$ cat src/verilog/dwconv_pkg.sv
package dwconv_pkg;

	// **********************************************************************
	// layer geometry and number formats.
	// **********************************************************************
	localparam int NUM_CH = 32;
	localparam int NUM_TAPS = 9;
	localparam int DATA_W = 16;
	localparam int ACC_W = 32;
	localparam int FRAC_BITS = 15;
	localparam int RELU_MAX = 6;
	localparam int FRAME_W = NUM_CH * NUM_TAPS * DATA_W;
	localparam int OUT_W = NUM_CH * DATA_W;

	// word address is channel * 16 + slot.
	localparam int WB_ADR_W = 9;
	localparam int BIAS_TAP = 9;

	// read stage, accumulate stage and result store.
	localparam int DRAIN_CYCLES = 3;

	typedef logic signed [DATA_W-1:0] sample_t;
	typedef logic signed [ACC_W-1:0] acc_t;
	typedef logic [FRAME_W-1:0] frame_t;
	typedef logic [OUT_W-1:0] out_vec_t;
	typedef logic [$clog2(NUM_CH)-1:0] ch_idx_t;
	typedef logic [3:0] tap_idx_t;
	typedef logic [WB_ADR_W-1:0] wb_adr_t;

	typedef enum logic [1:0] {
		ST_IDLE,
		ST_RUN,
		ST_DRAIN,
		ST_DONE
	} ctrl_state_t;

endpackage

$ cat src/verilog/act_store.sv
`timescale 1ns/10ps

module act_store import dwconv_pkg::*; (
	input  logic     clk,
	input  logic     rstn,
	input  logic     start,
	input  logic     ch_result_valid,
	input  acc_t     ch_result,
	input  logic     out_valid,
	output out_vec_t output_act
);

	acc_t shifted;
	sample_t clamped;
	ch_idx_t ptr;
	out_vec_t shadow;

	// relu6 on the fixed point sum.
	always_comb begin
		shifted = ch_result >>> FRAC_BITS;
		if (ch_result < 0)
			clamped = '0;
		else if (shifted > RELU_MAX)
			clamped = sample_t'(RELU_MAX);
		else
			clamped = sample_t'(shifted);
	end

	always_ff @(posedge clk or negedge rstn) begin
		if (!rstn) begin
			ptr <= '0;
			output_act <= '0;
		end else begin
			if (start)
				ptr <= '0;
			else if (ch_result_valid)
				ptr <= ptr + ch_idx_t'(1);
			if (out_valid)
				output_act <= shadow;
		end
	end

	always_ff @(posedge clk) begin
		if (ch_result_valid)
			shadow[int'(ptr) * DATA_W +: DATA_W] <= clamped;
	end

endmodule

$ cat config.mk
export PLATFORM = sky130hd
export DESIGN_NAME = act_store
export DESIGN_NICKNAME = d
export VERILOG_FILES = /design/src/verilog/dwconv_pkg.sv /design/src/verilog/act_store.sv
export SDC_FILE = /design/constraint.sdc
export NUM_CORES = 1
export LEC_CHECK = 0
export ABC_AREA = 1
export BUFFER_PORTS_ARGS = -buffer_cell sky130_fd_sc_hd__buf_4
export CAP_MARGIN = 20
export CORE_ASPECT_RATIO = 1.4
export CORE_MARGIN = 3
export CORE_UTILIZATION = 25
export CTS_BUF_LIST = sky130_fd_sc_hd__clkbuf_8 sky130_fd_sc_hd__clkbuf_16
export DETAILED_ROUTE_END_ITERATION = 7
export GPL_TIMING_DRIVEN = 1
export PLACE_DENSITY = 0.41
export SLEW_MARGIN = 15
export SYNTH_ARGS = -nofsm -noshare
export SYNTH_HDL_FRONTEND = slang
export SYNTH_SLANG_ARGS = --single-unit
$ cat constraint.sdc
create_clock -name clk -period 3.02 [get_ports clk]
set_input_delay 0.755 -clock clk [delete_from_list [all_inputs] [get_ports clk]]
set_output_delay 0.755 -clock clk [all_outputs]
set_load 0.02 [all_outputs]
Word-level counts from Yosys, hierarchy flattened
Cells that the tools add are included.
W data, S select, Z words.
{"block": "op_classes", "add_sub_neg": 2, "n_lt_le_gt_ge": 2, "shifts": 2, "muxes": 5, "reduce_logical": 1}
{"cell": "$bwmux W512", "n": 1}
{"cell": "$shift A16 B33 Y512 const A", "n": 1}
{"cell": "$shiftx A16 B33 Y512", "n": 1}
{"cell": "$neg A9 Y33", "n": 1}
{"cell": "$lt A32 B1 Y1 const B", "n": 1}
{"cell": "$mux W16", "n": 2}
{"cell": "$gt A17 B4 Y1 const B", "n": 1}
{"cell": "$mux W5", "n": 2}
{"cell": "$add A5 B1 Y5 const B", "n": 1}
{"cell": "$reduce_bool A2 Y1", "n": 1}
{"block": "word_totals", "ff_bits": 1029, "input_bits": 37, "out_inout_bits": 512, "wordCells": 15}

Longest topological paths before layout
Gate-level depths: netlist of the first run.
{"block": "logic_depth", "ltp_word": 5, "depth_mapped": 11, "mapped_depth_nobuf": 10}

Worst setup path after synthesis of the first run
OpenSTA, ideal clock, no wires.
{"block": "synth_timing", "path_type": "register to register", "from": "register ptr[0] (netlist name)", "to": "register shadow[256], enable pin", "setup_ns": 0.409, "t_arrival_ns": 2.695, "t_required_ns": 2.611, "setup_slack_ns": -0.084, "stages_incl_launch_ff": 10, "path_buffers": 0, "period_less_slack_ns": 3.104, "path_cell_list": "dfrtp_1 > inv_2 > ha_1 > nand2_1 > nor2_2 > ha_1 > nand2_2 > nor2_2 > nand2_2 > nor3_1"}
{"item": "end signal: indexed assignment", "line": "act_store.sv:45", "rtl": "shadow[int'(ptr) * DATA_W +: DATA_W] <= clamped;"}
{"item": "end: declaration", "line": "act_store.sv:16", "rtl": "out_vec_t shadow;"}

==> results.yml, run 1 <==
status:
  status: "completed"
min_path:
  worstHoldEndpoint: "ptr[1]"
  min_from: "ch_result_valid"
  whs_path_depth: 2
  hp-class: "in -> reg"
timing:
  relSlewSlack_pct: 27.74
  hold_ws_ps: 309.3
  fin_crit_ps: 2820
  max_slew.worst_pin.slew_ps: 1080
  slew_violations: 0
  rsz0062_at_grt: "false"
  timing.fmax_mhz: 354.6
  setup-violations-final: 0
  finalHoldViolations: 0
  skew_ps: 21.04
  fin_crit_sh_pct: 93.39
synthesis:
  synth_top_cell_area_share_pct: 43.00
  synth.distinct_cells: 28
  syn_inst: 1908
  yosys-top-cells-count: "dfrtp_1 (517), edfxtp_1 (512), mux2_2 (512)"
  synth_edf_count: 512
  async_reset_ff_share_pct: 50.24
  synth_most_common_cell: "dfrtp_1"
  ys_warn_count: 0
  synth-seq-cells: 1029
  yosysSeqAreaShare_pct: 79.19
  synth_ff_type: "dfrtp_1"
  synth.area.top_cells: "edfxtp_1 (43%), dfrtp_1 (36%), mux2_2 (16%)"
  yosysTopAreaCell: "edfxtp_1"
  syn-cell-area_mm2: 0.03575
  syn_avg_cell_area_um2: 18.74
placement:
  portBuffers: 533
  gp_congestion: 0.7795
  place_hpwl_um: 68580
  dp_cells: 4767
power_and_ir_drop:
  vdd_drop_max_mv: 0.4417
  switching_share_pct: 23.05
  leakage_nw: 19.10
  power.switching_mw: 7.189
  clkPwrFrac_pct: 44.0
  pwr-share-comb_pct: 7.1
  cellPowerDensity_mw_per_mm2: 644.6
  p_seq_share_pct: 48.9
  internal_power_mw: 24.00
worst_setup_path:
  cp_common_cell: "nand2_1"
  crit_start: "ptr[0]"
  end_kind: "flip-flop"
  reg2reg_depth: 11
  crit_fanout: 15
  critical_path_buf_inv_count: 2
  path_cells: "inv_2 > ha_1 > nand2_1 > nor2_2 > ha_1 > nor3b_2 > nand2_1 > nor2_1 > nand2_1 > nor2_1 > buf_12"
  r2r_slack_ps: 200
  cp.depth: 11
  crit_path_start_kind: "flip-flop"
  crit_required_ps: 3430
  r2r-end: "shadow[362]"
  critPathSlowestCell: "dfrtp_1"
  critPathArrivalTime_ps: 3230
  r2r-start: "ptr[0]"
  path_delay_family: "simple AND/OR/NAND/NOR gates"
  crit_type: "reg -> reg"
  slowest_delay_ps: 450
detailed_routing:
  drtAntennaViolNets: 0
  routedWlPerCell_um: 19.24
  avgViaCountPerCell: 3.826
  drt-total-wl_um: 95780
  drt_iter0_markers: 735
  drc: 0
  num_vias: 19050
  drt_pass1_iterations: 5
clock_tree:
  cts_buffers: 110
  cts_root_buf: "clkbuf_16"
  h-tree-depth: 3
  insertion_delay_ps: 700
  cts_buffer_depth: 3
  cts_tree: "yes"
  numClockSinks: 1029
  ctsResizeCount: 0
  clk_pin_slew_ps: 60
grt:
  antenna_found_initial: 2
  track_usage_pct: 12.91
  grt_first_pass_wirelength_um: 140500
  grt-ovfl-total: 0
  grt_max_degree: 80
  grt_pass1_vias: 20710
cells_and_area:
  drive_gt1_share_pct: 44.12
  syn_to_final_growth_pct: 35.32
  final_core_util_pct: 34.18
  fillers: 13840
  stdcell_count: 4979
  nets: 3023
floorplan:
  coreArea_mm2: 0.1415
  ioPinCount: 549
  die_area_mm2: 0.1476
  die_w_um: 325.6
  initial_core_util_pct: 25.26
  rows: 163
  fp.dieH_um: 453.4
flow_run:
  maxCapViolations: 0
-- metal layers --
metal / global-route usage, % / vias to the layer above / share of wire, %
li1: - / 8703 / -
met5: 0 / - / 0
met1: 13.87 / 9681 / 36
met2: 22.79 / 528 / 52
met4: 4.780 / 0 / 2.8
met3: 5.192 / 140 / 9.3
-- cells in the final DEF, fill, tap and decap left out, types with 8 or more instances in the layout --
cell         n
buf_12      43
nor2_1     117
clkbuf_8    20
buf_4      577
inv_1       51
clkinv_2    21
bufinv_16    8
nand2_1     29
edfxtp_1   512
clkbuf_16  115
dfrtp_1    517
nand4_1     17
mux2_2     512
nor2_2      30
nand3_1     36
conb_1     416
-- per-stage QoR --
step	power (mW)	area, µm²	setup TNS [ps]	setup WS (ps)
2_1_floorplan	16.61	37310	-2403	-21.49
3_3_place_gp	17.75	44630	0	5.746
3_5_place_dp	17.79	44630	0	79.86
4_1_cts	31.85	48370	0	266.9
5_1_grt	32.58	48380	0	18.18
6_report	31.18	48380	0	199.6
-- registers in the layout, indices dropped and copies added, names as in the netlist --
signal and count:
shadow 512, ptr 5, output_act 512
-- how the worst max path moves through the flow --
stage	to	slack [ps]
after floorplan	shadow[416]	-20
after global placement	shadow[64]	6
after detailed placement	shadow[49]	80
after CTS	shadow[355]	270
after global routing	shadow[355]	20
final	shadow[362]	200
-- cell families (layout without fill, tap and decap cells) --
kind of cell	count (synthesis)	after routing	synth area share (%)
flip-flops	1029	1029	79.19
multiplexers	512	512	16.13
AND/OR/NAND/NOR	249	249	3.059
buffers and inverters	104	861	1.326
AO/OA/AOI/OAI	8	8	0.1120
adder cells (fa/ha/maj)	3	3	0.1050
XOR/XNOR	2	2	0.07001
other	1	418	0.01049
-- power by group through the flow --
stage	Clock, mW	Combinational, mW	Sequential [mW]
6_report	13.7	2.21	15.3
5_1_grt	14.9	2.39	15.3
4_1_cts	14.3	2.25	15.3
2_1_floorplan	0	0.731	15.9
3_3_place_gp	0	2.23	15.5
3_5_place_dp	0	2.25	15.5
-- timing repair --
action | in CTS | in global routing
buffers inserted | 0 | 0
hold endpoints to repair | 29 | 0
setup endpoints to repair | 0 | 0
hold buffers | 1 | 0
-- final cells by class --
cell class              instances  area (µm²)  area share [%]
clock buffers                 135        3153           6.517
diodes                          2       5.005         0.01035
repair buffers                623        5233           10.82
inverters                      29       108.9          0.2250
multi-input cells            1190        8610           17.80
clock inverters                74       584.3           1.208
flip-flops and latches       1029       28310           58.52
well taps                    1897        2374           4.906
No activity file was read; power rests on OpenSTA's default activity.
==> inputs of run 2 (changes only) <==
Settings changed: BUFFER_PORTS_ARGS -buffer_cell sky130_fd_sc_hd__buf_4 to unset, DONT_BUFFER_PORTS set to 1, PLACE_DENSITY 0.41 to 0.38.
==> results.yml, run 2 (synthesis results as in run 1) <==
clock_tree:
  cts_root_buf: "clkbuf_16"
  h-tree-depth: 3
  cts_buffers: 105
  cts_tree: "yes"
  cts_setup_buffers: 0
  cts_buffer_depth: 3
  numClockSinks: 1029
  insertion_delay_ps: 710
  clk_pin_slew_ps: 70
placement:
  placed_cell_area_mm2: 0.03992
  portBuffers: 0
  gp_congestion: 0.7533
  place_hpwl_um: 60460
  dpl_worst_slack_ps: 87.51
timing:
  finalHoldViolations: 0
  skew_ps: 25.64
  setup-violations-final: 0
  max_slew.worst_pin.slew_ps: 2707
  slew_violations: 364
  timing.fmax_mhz: 346.4
  fin_crit_ps: 2887
  relSlewSlack_pct: -80.49
  fin_crit_sh_pct: 95.58
  tns_ps: 0
  setup_ws_ps: 133.4
cells_and_area:
  fin_area_mm2: 0.04367
  reg_top3: "output_act: 512 flops, shadow: 512 flops, ptr: 5 flops"
  mostFrequentLayoutCell: "dfrtp_1"
  nets: 2445
  mostFrequentLayoutCells: "dfrtp_1 (517), mux2_2 (512), edfxtp_1 (512)"
  drive_gt1_share_pct: 31.17
  syn_to_final_growth_pct: 22.15
grt:
  grt_pass1_vias: 17950
  track_usage_pct: 12.16
  grt_max_degree: 518
  antenna_found_initial: 4
  grt_first_pass_wirelength_um: 129900
  grt-ovfl-total: 0
status:
  status: "complete, but fails checks"
  violations: "slew limit"
worst_setup_path:
  r2r_slack_ps: 130
  end_kind: "flip-flop"
  critPathArrivalTime_ps: 3440
  reg2reg_depth: 9
  crit_type: "reg -> reg"
  crit_fanout: 8
  cp_common_cell: "nor2_1"
  crit_path_start_kind: "flip-flop"
  path_cells: "inv_2 > ha_1 > nand2_1 > nor2_2 > nand2_4 > nand3_1 > nor2_1 > nand4_1 > nor2_1"
  crit_required_ps: 3570
  critPathSlowestCell: "nor2_1"
  slowest_delay_ps: 930
detailed_routing:
  num_vias: 16690
  routedWlPerCell_um: 20.64
  drt_pass1_iterations: 4
  avgViaCountPerCell: 3.796
  drtAntennaViolNets: 0
  drc: 0
  drt_iter0_markers: 664
  drt-total-wl_um: 90740
flow_run:
  maxCapViolations: 0
power_and_ir_drop:
  vdd_drop_max_mv: 0.4058
  cellPowerDensity_mw_per_mm2: 690.1
  leakage_nw: 16.21
floorplan:
  die_w_um: 325.6
  ioPinCount: 549
  coreArea_mm2: 0.1415
  rows: 163
  die_area_mm2: 0.1476
  initial_core_util_pct: 25.26
  fp.dieH_um: 453.4
min_path:
  hp-class: "in -> async"
run 2: path summary, 6_finish.rpt:
kind / from / end
max reg2reg: ptr[0] / shadow[114]
max in group asynchronous: rstn / output_act[9]
min in group clk: ch_result_valid / ptr[1]
max: ptr[0] / shadow[114]
min reg2reg: shadow[292] / output_act[292]
min: rstn / output_act[409]
run 2: metrics by stage:
step                      power (mW)  util (%)  instances  hold WS, ps
after floorplan                16.61         -       2323        453.9
final                          30.14     30.86       4396        45.27
after global placement         16.84     28.20       4190        457.2
after detailed placement       16.86     28.20       4190        461.4
after CTS                      30.61     30.75       4388       -351.8
after global routing           31.43     30.85       4394        51.33
run 2: where the power goes:
| part | internal (mW) | total, mW | switching, mW |
|---|---|---|---|
| Sequential | 15.1 | 15.8 | 0.743 |
| Clock | 7.88 | 13.4 | 5.48 |
| Combinational | 0.448 | 0.981 | 0.532 |
run 2: area by class of cell:
class | count | area, µm²
Antenna cell | 3 | 7.507
Clock buffer | 132 | 3055
Clock inverter | 66 | 546.8
Fill cell | 14050 | 97870
Inverter | 29 | 108.9
Multi-Input combinational cell | 1190 | 8631
Sequential cell | 1029 | 28310
Tap cell | 1897 | 2374
Timing Repair Buffer | 50 | 636.9
run 2: metal layers:
layer	vias up	wire [µm]	track usage [%]	share of wire, %
met5	-	0	0	0
met4	0	2558	4.639	2.8
met3	110	11830	7.055	13
met2	507	46530	21.16	51
met1	8540	29820	11.87	33
li1	7532	-	-	-
run 2: critical path, delay by kind of cell (launching register included):
kind | cells | cell delay [ps]
AND/OR/NAND/NOR | 7 | 1890
buffers and inverters | 1 | 120
adder cells (fa/ha/maj) | 1 | 270
flip-flops | 1 | 440
run 2: what timing repair did:
| action | CTS | global route |
|---|---|---|
| hold endpoints to repair | 517 | 1 |
| gates resized for setup | 0 | 6 |
| setup endpoints to repair | 0 | 306 |
==> inputs of run 3 (changes only) <==
Settings changed: CELL_PAD_IN_SITES_DETAIL_PLACEMENT set to 1, CELL_PAD_IN_SITES_GLOBAL_PLACEMENT set to 2, PLACE_DENSITY 0.38 to 0.47.
==> results.yml, run 3 (synthesis results as in run 1) <==
status:
  status: "complete, but fails checks"
  violations: "hold timing"
clock_tree:
  cts_tree: "yes"
  cts_root_buf: "clkbuf_16"
  clk_pin_slew_ps: 70
  insertion_delay_ps: 720
  cts_buffers: 109
  cts_buffer_depth: 3
  h-tree-depth: 3
  numClockSinks: 1029
detailed_routing:
  avgViaCountPerCell: 3.878
  drt_iter0_markers: 655
  drtAntennaViolNets: 0
  num_vias: 17080
  routedWlPerCell_um: 21.20
  drt-total-wl_um: 93330
  drt_pass1_iterations: 4
  drc: 0
timing:
  setup-violations-final: 0
  skew_ps: 24.73
  max_slew.worst_pin.slew_ps: 1450
  fin_crit_sh_pct: 93.17
  rsz0062_at_grt: "false"
  relSlewSlack_pct: 3.360
  timing.fmax_mhz: 355.4
  slew_violations: 0
  hold_ws_ps: -213.4
  tns_ps: 0
  fin_crit_ps: 2814
  finalHoldViolations: 500
cells_and_area:
  reg_top3: "output_act: 512 flops, shadow: 512 flops, ptr: 5 flops"
  final_core_util_pct: 30.83
  syn_to_final_growth_pct: 22.06
  nets: 2450
  mostFrequentLayoutCells: "dfrtp_1 (516), mux2_2 (512), edfxtp_1 (512)"
  mostFrequentLayoutCell: "dfrtp_1"
  drive_gt1_share_pct: 31.39
power_and_ir_drop:
  cellPowerDensity_mw_per_mm2: 690.0
  internal_power_mw: 23.26
  leakage_nw: 16.19
  switching_share_pct: 22.75
  clkPwrFrac_pct: 44.8
  p_seq_share_pct: 52.5
  power.switching_mw: 6.850
  pwr-share-comb_pct: 2.7
  vdd_drop_max_mv: 0.4638
grt:
  grt-ovfl-total: 0
  grt_pass1_vias: 18930
  grt_max_degree: 518
  grt_first_pass_wirelength_um: 134100
  track_usage_pct: 12.52
  antenna_found_initial: 3
floorplan:
  ioPinCount: 549
  fp.dieH_um: 453.4
  coreArea_mm2: 0.1415
  die_w_um: 325.6
  initial_core_util_pct: 25.26
  rows: 163
  die_area_mm2: 0.1476
worst_setup_path:
  crit_path_start_kind: "flip-flop"
  crit_type: "reg -> reg"
  crit_fanout: 16
  crit_required_ps: 3420
  end_kind: "flip-flop"
  critPathArrivalTime_ps: 3220
placement:
  portBuffers: 0
  gp_congestion: 0.7437
  place_hpwl_um: 62550
min_path:
  hp-class: "in -> async"
flow_run:
  maxCapViolations: 0
run 3: cell count changes in the layout (fill, tap and decap cells not counted), moves of 3 or more:
cell      before  now
buf_16         4    0
buf_4         30   39
clkbuf_8      22   17
clkinv_1       3    7
clkinv_4       1    4
clkinv_8       0    6
run 3: path summary, 6_finish.rpt:
| kind | slack, ps | cells after the start | to | from |
|---|---|---|---|---|
| max | 210 | 11 | shadow[58] | ptr[0] |
| min | -210 | 0 | output_act[62] | rstn |
| max reg2reg | 210 | 11 | shadow[58] | ptr[0] |
| min reg2reg | 450 | 1 | output_act[49] | shadow[49] |
| max in group asynchronous | 2330 | 0 | output_act[404] | rstn |
| min in group clk | 130 | 1 | ptr[1] | ch_result_valid |
run 3: power groups by stage:
stage,registers (mW),logic (mW),clock network [mW]
after floorplan,15.9,0.731,0
after detailed placement,16.1,0.775,0
after global routing,15.8,0.891,14.7
after CTS,15.8,0.778,14.2
after global placement,16.1,0.750,0
final,15.8,0.806,13.5
run 3: layout make-up:
| class | instances | area [µm²] |
|---|---|---|
| clock inverters | 77 | 655.6 |
| diodes | 2 | 5.005 |
| clock buffers | 128 | 3012 |
| fillers | 14750 | 97900 |
| inverters | 29 | 108.9 |
| well taps | 1897 | 2374 |
| repair buffers | 51 | 533.0 |
| multi-input cells | 1190 | 8636 |
| flip-flops and latches | 1029 | 28310 |
run 3: timing repair:
item                                    4_1_cts  5_1_grt
resized for setup                             0        6
hold endpoints to repair                    517      517
setup buffers                                 0        0
endpoints found under the setup margin        0      337
run 3: critical path, cell delays in order, from the launching register on:
cell and delay (ps):
dfrtp_2 420, inv_2 50, ha_1 270, nand2_1 110
nor2_2 60, ha_1 240, nor3b_4 280, nand2_1 180
nor2_4 310, nand3_1 190, nor2_2 180, buf_12 180
run 3: metal layers:
metal / wire (µm) / track usage (%) / share of wire [%] / vias to the layer above
li1: - / - / - / 7530
met1: 29960 / 11.81 / 32 / 8864
met2: 47770 / 21.89 / 51 / 542
met3: 12380 / 7.404 / 13 / 138
met4: 3209 / 5.416 / 3.4 / 2
met5: 9 / 0 / 0.0096 / -
run 3: metrics by stage:
stage / worst slack, ps / cells / power, mW / hold slack, ps / area (µm²)
after floorplan: -21.49 / 2323 / 16.61 / 453.9 / 37310
after global routing: 16.05 / 4402 / 31.48 / -293.2 / 43630
after CTS: 42.90 / 4401 / 30.79 / -353.5 / 43600
final: 206.2 / 4403 / 30.11 / -213.4 / 43640
after detailed placement: 53.26 / 4196 / 16.88 / 461.2 / 39930
after global placement: -30.64 / 4196 / 16.85 / 456.6 / 39930
